## src/hw/scope_cfg.svh

```systemverilog
// build-time constants for the scope controller; include wherever memory or chip id sizes matter
`ifndef SCOPE_CFG_SVH
`define SCOPE_CFG_SVH

// sample memory geometry
`define SCOPE_RAM_AW 12   // 4096 samples per channel
`define SCOPE_NUM_CH 4    // channels read out in order 0..3

// legal trigger point window
`define SCOPE_TP_MIN 4       // lowest accepted trigger point
`define SCOPE_TP_MARGIN 16   // top limit sits this far below the memory depth

// unique id reply
`define SCOPE_ID_BYTES 8   // 64-bit chip id, sent lsb byte first

`endif

```

## src/hw/scope_pkg.sv

```systemverilog
// types shared by the command parser, the reply engine, the top and the testbench
`default_nettype none
`include "scope_cfg.svh"

package scope_pkg;

	// one sample memory address
	typedef logic [`SCOPE_RAM_AW-1:0] ram_addr_t;

	// command codes this board still understands
	typedef enum logic [7:0] {
		CMD_ID_BASE    = 8'd0,    // 0..9 assigns the board id
		CMD_SEL_BASE   = 8'd10,   // 10..19 selects a board for readout
		CMD_LAST_BASE  = 8'd20,   // 20..29 marks the last board of the chain
		CMD_ARM        = 8'd100,
		CMD_ROLL_ON    = 8'd101,
		CMD_ROLL_OFF   = 8'd102,
		CMD_TRIG_POINT = 8'd121,  // two extra bytes, high first
		CMD_SAMPLES    = 8'd122,  // two extra bytes, high first
		CMD_STRIDE     = 8'd123,  // one extra byte
		CMD_THRESH     = 8'd127,  // one extra byte
		CMD_TRIG_TYPE  = 8'd128,  // one extra byte
		CMD_CHIP_ID    = 8'd142
	} cmd_code_t;

	// board settings written by the parameter commands
	typedef struct packed {
		ram_addr_t   trig_point;       // samples kept before the trigger
		ram_addr_t   samples_to_send;  // 0 means the whole memory
		logic [3:0]  send_log2_stride; // address step is 2**stride
		logic [7:0]  trig_thresh;
		logic [3:0]  trig_type;        // bit 0 rising edge
		logic        rolling;          // rolling trigger on
	} scope_settings_t;

	// what the reply engine must send
	typedef enum logic {
		REPLY_CHIP_ID = 1'b0,
		REPLY_SAMPLES = 1'b1
	} reply_kind_t;

	typedef struct packed {
		logic        valid;  // one-cycle request strobe
		reply_kind_t kind;
	} reply_req_t;

	// one byte per channel from the four sample memories, channel 0 in the low byte
	typedef logic [`SCOPE_NUM_CH-1:0][7:0] chan_bytes_t;

endpackage

`default_nettype wire

```

## src/hw/cmd_parser.sv

```systemverilog
// decodes the upstream command stream, forwards it downstream and holds board identity and settings
`timescale 1ns/1ps
`default_nettype none
`include "scope_cfg.svh"

module cmd_parser import scope_pkg::*; (
	input  wire              clk,
	input  wire              rst_n,
	input  wire              rx_valid,     // one strobe per upstream byte
	input  wire  [7:0]       rx_data,
	input  wire              busy,         // reply engine still sending
	output logic             fwd_valid,
	output logic [7:0]       fwd_data,
	output scope_settings_t  settings,
	output logic [7:0]       board_id,
	output logic             passthrough,
	output logic             is_last,
	output logic             arm,
	output reply_req_t       req
);

	localparam logic [7:0]  GROUP_SPAN = 8'd10;  // width of the id, select and last groups
	localparam logic [15:0] TP_MIN = 16'(`SCOPE_TP_MIN);
	localparam logic [15:0] TP_MAX = 16'((1 << `SCOPE_RAM_AW) - `SCOPE_TP_MARGIN);
	localparam ram_addr_t   TP_GUARD = ram_addr_t'(5);  // trig point must stay this far inside

	localparam scope_settings_t SETTINGS_RST = '{
		trig_point:       ram_addr_t'(1024),
		samples_to_send:  '0,
		send_log2_stride: 4'd0,
		trig_thresh:      8'h80,
		trig_type:        4'b0001,
		rolling:          1'b1
	};

	typedef enum logic [1:0] {P_IDLE, P_GATHER, P_WAIT} state_t;

	state_t     state;
	cmd_code_t  cmd_q;       // parameter command being gathered
	logic       got_hi;      // high byte of a two-byte argument is in
	logic [7:0] hi_byte;
	logic [15:0] arg_word;   // high byte with the byte arriving now
	ram_addr_t  tp_clamped;
	ram_addr_t  samples_new;

	always_comb begin
		arg_word = {hi_byte, rx_data};
		if (arg_word > TP_MAX)
			tp_clamped = TP_MAX[`SCOPE_RAM_AW-1:0];
		else if (arg_word < TP_MIN)
			tp_clamped = TP_MIN[`SCOPE_RAM_AW-1:0];
		else
			tp_clamped = arg_word[`SCOPE_RAM_AW-1:0];
		samples_new = arg_word[`SCOPE_RAM_AW-1:0];  // upper bits beyond the depth dropped
	end

	always_ff @(posedge clk) begin
		if (!rst_n) begin
			state       <= P_IDLE;
			got_hi      <= 1'b0;
			fwd_valid   <= 1'b0;
			arm         <= 1'b0;
			req         <= '0;
			settings    <= SETTINGS_RST;
			board_id    <= 8'd200;  // unassigned until an id command arrives
			passthrough <= 1'b0;
			is_last     <= 1'b0;
		end else begin
			fwd_valid <= 1'b0;  // strobes default low
			arm       <= 1'b0;
			req       <= '0;
			case (state)
				P_IDLE: if (rx_valid) begin
					fwd_data <= rx_data;  // most codes go on unchanged
					if (rx_data < CMD_SEL_BASE) begin
						board_id  <= rx_data - CMD_ID_BASE;
						fwd_data  <= rx_data + 8'd1;  // next board gets the next id
						fwd_valid <= 1'b1;
					end else if (rx_data < CMD_LAST_BASE) begin
						if ((rx_data - CMD_SEL_BASE) == board_id) begin
							passthrough <= 1'b0;  // this board is read out, code stops here
							req         <= '{valid: 1'b1, kind: REPLY_SAMPLES};
							state       <= P_WAIT;
						end else begin
							passthrough <= 1'b1;
							fwd_valid   <= 1'b1;
						end
					end else if (rx_data < CMD_LAST_BASE + GROUP_SPAN) begin
						is_last   <= ((rx_data - CMD_LAST_BASE) == board_id);
						fwd_valid <= 1'b1;
					end else begin
						case (rx_data)
							CMD_ARM: begin
								arm       <= 1'b1;
								fwd_valid <= 1'b1;
							end
							CMD_ROLL_ON, CMD_ROLL_OFF: begin
								settings.rolling <= (rx_data == CMD_ROLL_ON);
								fwd_valid        <= 1'b1;
							end
							CMD_TRIG_POINT, CMD_SAMPLES, CMD_STRIDE, CMD_THRESH,
							CMD_TRIG_TYPE: begin
								cmd_q     <= cmd_code_t'(rx_data);
								got_hi    <= 1'b0;
								fwd_valid <= 1'b1;
								state     <= P_GATHER;
							end
							CMD_CHIP_ID: begin
								if (passthrough) begin
									fwd_valid <= 1'b1;  // another board answers
								end else begin
									req   <= '{valid: 1'b1, kind: REPLY_CHIP_ID};
									state <= P_WAIT;
								end
							end
							default: ;  // unknown code, dropped
						endcase
					end
				end
				P_GATHER: if (rx_valid) begin
					fwd_data  <= rx_data;  // extra bytes go downstream as they come
					fwd_valid <= 1'b1;
					if ((cmd_q == CMD_TRIG_POINT || cmd_q == CMD_SAMPLES) && !got_hi) begin
						hi_byte <= rx_data;
						got_hi  <= 1'b1;
					end else begin
						state <= P_IDLE;
						case (cmd_q)
							CMD_TRIG_POINT: settings.trig_point <= tp_clamped;
							CMD_SAMPLES: begin
								settings.samples_to_send <= samples_new;
								// keep the trigger inside a short readout window
								if (samples_new >= TP_GUARD &&
									settings.trig_point > samples_new - TP_GUARD)
									settings.trig_point <= samples_new >> 1;
							end
							CMD_STRIDE:    settings.send_log2_stride <= rx_data[3:0];
							CMD_THRESH:    settings.trig_thresh <= rx_data;
							CMD_TRIG_TYPE: settings.trig_type <= rx_data[3:0];
							default: ;
						endcase
					end
				end
				P_WAIT: begin
					// busy rises the cycle after req, so hold while the strobe is out
					if (!req.valid && !busy)
						state <= P_IDLE;
				end
				default: state <= P_IDLE;
			endcase
		end
	end

endmodule

`default_nettype wire

```

## src/hw/reply_engine.sv

```systemverilog
// sends the chip id or the four-channel sample readout to the UART one byte per tx_start
`timescale 1ns/1ps
`default_nettype none
`include "scope_cfg.svh"

module reply_engine import scope_pkg::*; (
	input  wire              clk,
	input  wire              rst_n,
	input  wire reply_req_t  req,
	input  wire scope_settings_t settings,
	input  wire  [63:0]      chip_id,
	input  wire ram_addr_t   wr_trig_addr,    // capture address at the trigger
	input  wire              ext_data_ready,
	input  wire chan_bytes_t ram_data,        // one cycle after rd_addr
	input  wire              tx_busy,
	output logic             busy,
	output logic             rd_en,
	output ram_addr_t        rd_addr,
	output logic             tx_start,
	output logic [7:0]       tx_data
);

	localparam int AW    = `SCOPE_RAM_AW;
	localparam int CH_W  = $clog2(`SCOPE_NUM_CH);
	localparam int CNT_W = AW + CH_W;  // channel number sits above the sample count
	localparam int IDX_W = $clog2(`SCOPE_ID_BYTES);

	typedef enum logic [2:0] {R_IDLE, R_ID, R_WAIT, R_FETCH, R_SEND} state_t;

	state_t           state;
	logic [CNT_W-1:0] send_cnt;
	logic [CNT_W-1:0] step;
	logic [CNT_W-1:0] cnt_step;
	logic [CNT_W-1:0] cnt_next;
	logic [CH_W-1:0]  chan;
	logic             restart;   // sample budget used up so the next channel starts
	ram_addr_t        start_addr;
	ram_addr_t        addr_next;
	logic [IDX_W-1:0] byte_idx;
	logic             tx_ready;

	assign chan     = send_cnt[CNT_W-1:AW];
	assign tx_ready = !tx_busy && !tx_start;  // UART raises tx_busy one cycle late

	always_comb begin
		if (settings.send_log2_stride >= AW)
			step = CNT_W'(1) << AW;  // larger strides leave the channel after one sample
		else
			step = CNT_W'(1) << settings.send_log2_stride;
		cnt_step = send_cnt + step;  // carry out of the count moves to the next channel
		restart  = (settings.samples_to_send != '0) &&
			(cnt_step[AW-1:0] >= settings.samples_to_send);
		if (restart) begin
			cnt_next  = {cnt_step[CNT_W-1:AW] + CH_W'(1), {AW{1'b0}}};
			addr_next = start_addr;
		end else begin
			cnt_next  = cnt_step;
			addr_next = rd_addr + step[AW-1:0];
		end
	end

	always_ff @(posedge clk) begin
		if (!rst_n) begin
			state    <= R_IDLE;
			busy     <= 1'b0;
			rd_en    <= 1'b0;
			tx_start <= 1'b0;
		end else begin
			tx_start <= 1'b0;
			case (state)
				R_IDLE: if (req.valid) begin
					busy     <= 1'b1;
					byte_idx <= '0;
					state    <= (req.kind == REPLY_CHIP_ID) ? R_ID : R_WAIT;
				end
				R_ID: if (tx_ready) begin
					tx_start <= 1'b1;
					tx_data  <= chip_id[8*byte_idx +: 8];  // lsb byte first
					byte_idx <= byte_idx + 1'b1;
					if (byte_idx == IDX_W'(`SCOPE_ID_BYTES - 1)) begin
						busy  <= 1'b0;
						state <= R_IDLE;
					end
				end
				R_WAIT: if (ext_data_ready) begin  // waits as long as the capture takes
					rd_addr    <= wr_trig_addr - settings.trig_point;
					start_addr <= wr_trig_addr - settings.trig_point;
					send_cnt   <= '0;
					rd_en      <= 1'b1;
					state      <= R_FETCH;
				end
				R_FETCH: state <= R_SEND;  // memory latency
				R_SEND: if (tx_ready) begin
					tx_start <= 1'b1;
					tx_data  <= ram_data[chan];
					send_cnt <= cnt_next;
					rd_addr  <= addr_next;
					if (cnt_next == '0) begin  // wrapped past channel 3
						busy  <= 1'b0;
						rd_en <= 1'b0;
						state <= R_IDLE;
					end else begin
						state <= R_FETCH;
					end
				end
				default: state <= R_IDLE;
			endcase
		end
	end

endmodule

`default_nettype wire

```

## src/hw/scope_ctrl_top.sv

```systemverilog
// one board's serial command controller: command parser plus reply engine
`timescale 1ns/1ps
`default_nettype none

module scope_ctrl_top import scope_pkg::*; (
	input  wire              clk,
	input  wire              rst_n,
	input  wire              rx_valid,
	input  wire  [7:0]       rx_data,
	output logic             fwd_valid,
	output logic [7:0]       fwd_data,
	output scope_settings_t  settings,
	output logic [7:0]       board_id,
	output logic             passthrough,
	output logic             is_last,
	output logic             arm,
	input  wire  [63:0]      chip_id,
	input  wire ram_addr_t   wr_trig_addr,
	input  wire              ext_data_ready,
	output logic             rd_en,
	output ram_addr_t        rd_addr,
	input  wire chan_bytes_t ram_data,
	input  wire              tx_busy,
	output logic             tx_start,
	output logic [7:0]       tx_data
);

	reply_req_t req;   // parser to engine, one cycle
	logic       busy;  // engine to parser, holds the parser in its wait state

	cmd_parser u_parser (
		.clk         (clk),
		.rst_n       (rst_n),
		.rx_valid    (rx_valid),
		.rx_data     (rx_data),
		.busy        (busy),
		.fwd_valid   (fwd_valid),
		.fwd_data    (fwd_data),
		.settings    (settings),
		.board_id    (board_id),
		.passthrough (passthrough),
		.is_last     (is_last),
		.arm         (arm),
		.req         (req)
	);

	reply_engine u_reply (
		.clk            (clk),
		.rst_n          (rst_n),
		.req            (req),
		.settings       (settings),
		.chip_id        (chip_id),
		.wr_trig_addr   (wr_trig_addr),
		.ext_data_ready (ext_data_ready),
		.ram_data       (ram_data),
		.tx_busy        (tx_busy),
		.busy           (busy),
		.rd_en          (rd_en),
		.rd_addr        (rd_addr),
		.tx_start       (tx_start),
		.tx_data        (tx_data)
	);

endmodule

`default_nettype wire

```

## config.mk

```make
export PLATFORM = sky130hd
export DESIGN_NAME = scope_ctrl_top
export DESIGN_NICKNAME = d
export VERILOG_FILES = /design/src/hw/scope_pkg.sv /design/src/hw/cmd_parser.sv /design/src/hw/reply_engine.sv /design/src/hw/scope_ctrl_top.sv
export VERILOG_INCLUDE_DIRS = /design/src /design/src/hw
export SDC_FILE = /design/constraint.sdc
export NUM_CORES = 1
export LEC_CHECK = 0
export BUFFER_PORTS_ARGS = -buffer_cell sky130_fd_sc_hd__buf_2
export CAP_MARGIN = 15
export CELL_PAD_IN_SITES_DETAIL_PLACEMENT = 0
export CELL_PAD_IN_SITES_GLOBAL_PLACEMENT = 2
export CORE_UTILIZATION = 36
export DETAILED_ROUTE_END_ITERATION = 12
export PLACE_DENSITY_LB_ADDON = 0.1
export SLEW_MARGIN = 20
export SYNTH_ARGS = -nofsm -noshare
export SYNTH_HDL_FRONTEND = slang
export SYNTH_SLANG_ARGS = --single-unit
```

## constraint.sdc

```tcl
create_clock -name clk -period 12.5 [get_ports clk]
set_input_delay 0.625 -clock clk [delete_from_list [all_inputs] [get_ports clk]]
set_output_delay 0.625 -clock clk [all_outputs]
set_load 0.05 [all_outputs]
```

==> impl_metrics.env <==
export IMPL_status="finished, final reports clean"
export IMPL_cts_buffer_depth=2
export IMPL_synth_cell_type_count=77
export IMPL_synthCells=966
export IMPL_gp_congestion=0.813
export IMPL_ys_flop_type="edfxtp_1"
export IMPL_drt_iter0_markers=487
export IMPL_whs_ns=0.475
export IMPL_gr_total_overflow=0
export IMPL_hold_path_class="reg2reg"
export IMPL_synth_seq_cells=137
export IMPL_rsz0062_at_grt="false"
export IMPL_final_hold_violation_count=0
export IMPL_cts_tree="yes"
export IMPL_grt_pass1_vias=7678
export IMPL_cts_hold_buf=0
export IMPL_die_area_um2=26300
export IMPL_synthArstFlopShare=0
export IMPL_worstSetupStartpoint="u_parser.settings[14]"
export IMPL_startpoint_type="flip-flop"
export IMPL_arrival_ns=5.75
export IMPL_cp_max_fo=27
export IMPL_vias_per_cell=5.28
export IMPL_die_width_um=162
export IMPL_drtAntennaViolNets=0
export IMPL_postLayoutCellArea_um2=11100
export IMPL_critPathCaptureType="flip-flop"
export IMPL_final_setup_viol_count=0
export IMPL_ios=204
export IMPL_start_util=0.367
export IMPL_syn_avg_cell_area_um2=9.56
export IMPL_wl_um=29000
export IMPL_synth_fp_nets=1164
export IMPL_dp_slack_ns=7.10
export IMPL_yosysSeqAreaShare=0.376
export IMPL_via_count=7889
export IMPL_area_growth_synth_to_final_pct=20.6
export IMPL_fin_nets=1348
export IMPL_clock_latency_ns=0.43
export IMPL_cts_buffers=17
export IMPL_antenna_found_initial=0
export IMPL_fin_crit_ns=5.43
export IMPL_relSlewSlack=0.351
export IMPL_clkSlewWorstSetupHoldPaths_ns=0.07
export IMPL_tightest_slew_ns=0.970
export IMPL_dpl_instance_area_um2=10500
export IMPL_grt_util_all_layers=0.223
export IMPL_io_buffers=203
export IMPL_max_cap_violations=0
export IMPL_post_drt_wl_per_cell_um=19.4
export IMPL_post_cts_buffers=0
export IMPL_coreArea_um2=25200
export IMPL_syn_area_um2=9240
export IMPL_rows=58
export IMPL_clock_skew_ns=0.0132
export IMPL_tns_ns=0
export IMPL_drive_gt1_frac=0.247
export IMPL_root_buffer="clkbuf_16"
export IMPL_cts_sinks=137
export IMPL_drt_drc_violations_left=0
export IMPL_ctsResizeCount=0
export IMPL_grt_max_degree=49
export IMPL_yosysWarnings=0
export IMPL_ir_drop_v=0.0000634
export IMPL_drtPass1Iterations=5
export IMPL_synth_edf_count=73
export IMPL_grt_pass1_wl_um=44600
export IMPL_hpwl_um=22500
export IMPL_max_freq_mhz=184
export IMPL_reg2reg_from="u_parser.settings[14]"
export IMPL_powerDensity_nw_per_um2=99.1
export IMPL_die_h_um=162
export IMPL_post_route_period_util=0.435
export IMPL_power_leakage_nw=4.81
export IMPL_antennaDiodeCount=0
export IMPL_htreeDepth=4
export IMPL_worstPathRequired_ns=12.81
export IMPL_slew_viol_final=0
export IMPL_crit_type="reg2reg"
export IMPL_worst_slack_ns=7.07
export IMPL_min_from="u_parser.settings[12]"
[sequential cells by signal, indices dropped and copies added (netlist names), 2 cells and up]
signal and cells:
u_reply.start_addr 12, u_parser.settings 41, u_reply.state 3, u_parser.req 2, u_reply.send_cnt 14, u_parser.board_id 8
u_reply.rd_addr 12, u_reply.byte_idx 3, u_parser.hi_byte 8, u_reply.tx_data 8, u_parser.state 2, u_parser.cmd_q 8
u_parser.fwd_data 8
[through the flow]
stage | util | std cells | total power [mW]
CTS | 0.442 | 1492 | 1.12
detailed placement | 0.417 | 1460 | 0.587
global placement | 0.417 | 1460 | 0.586
floorplan | - | 966 | 0.546
finish | 0.442 | 1493 | 1.10
global route | 0.442 | 1493 | 1.14
[cells by family (layout without fill, tap and decap cells)]
logic type	after synthesis	count (layout)	synth area share
AOI/OAI and AO/OA	196	196	0.141
and+or+nand+nor	351	351	0.184
DFF	137	137	0.376
buffers and inverters	95	292	0.0459
xor gates and xnor gates	55	55	0.0538
adders and majority gates	77	77	0.107
muxes	55	55	0.0926
[final timing paths]
path                            cells past startpoint                     to  slack [ns]
worst min-delay path                                2  u_parser.settings[12]        0.48
worst min register to register                      2  u_parser.settings[12]        0.48
worst max-delay path                               19       u_reply.state[1]        7.07
worst max register to register                     19       u_reply.state[1]        7.07
[cells in the mapped netlist (all sizes together), types with 3 or more instances]
library cell	number	area, um^2
nand4	7	43.8
a32oi	4	35.0
a21o	12	91.3
o211ai	4	30.0
nor4b	3	26.3
o31ai	5	51.3
o21a	4	30.0
edfxtp	73	2190
a41oi	3	26.3
o21ai	41	205
a211oi	12	95.1
nor3b	3	22.5
nand2b	17	109
or4	3	26.3
mux2	4	45.0
ha	74	926
nor3	30	155
nor4	11	68.8
a2111oi	3	32.5
xnor2	33	297
inv	46	173
nor2	121	454
xor2	22	200
nor2b	16	100
a21oi	61	305
and2	13	81.3
dfxtp	64	1280
fa	3	60.1
buf	6	60.1
o2111ai	7	61.3
or3	12	75.1
o41ai	3	26.3
clkbuf	42	188
a31oi	8	50.1
o221ai	3	26.3
mux4	24	541
nand2	74	278
mux2i	27	270
and3	12	80.1
o211a	3	30.0
nand3	18	90.1
or2	5	31.3
[per-layer routing]
layer  global-route usage  wire length [um]  share of wire
met1                0.281             12800           0.44
met2                0.401             14800           0.51
met3               0.0337              1230          0.042
met4               0.0476               212         0.0073
met5                    0                 0              0
[cell type report]
cell class	instances	area (um^2)
Clock buffer	18	450
Fill cell	2515	14000
Inverter	47	176
Multi-Input combinational cell	734	5350
Sequential cell	137	3470
Clock inverter	14	171
Tap cell	330	413
Timing Repair Buffer	213	1100
[placed cells by master (no fill, tap or decap), types with 24 or more instances in the layout]
master and count:
inv_1 46, mux2i_1 27, ha_1 74, dfxtp_1 64, nand2_1 74, edfxtp_1 73, a21oi_1 61, nor3_1 29
nor2_1 120, xnor2_1 32, mux4_2 24, o21ai_1 26, buf_2 203
[power by group]
group | internal, mW | switching [mW]
registers | 0.476 | 0.000916
logic | 0.0404 | 0.0591
clock network | 0.298 | 0.229
[worst max-delay path, stage by stage (launching register included)]
cell,delay [ns]
dfxtp_1,0.46
nand2b_1,0.18
or3_1,0.15
inv_1,0.10
fa_1,0.49
a211oi_1,0.40
o21ai_1,0.17
a41oi_1,0.30
nor2b_1,0.25
xnor2_2,0.22
ha_1,0.32
nand2_1,0.07
o21ai_1,0.08
a2111oi_2,0.38
a211oi_2,0.12
buf_4,0.24
or4_1,0.52
or4b_4,0.55
o31ai_4,0.21
o22ai_1,0.10
Power figures use the tool's default switching activity.
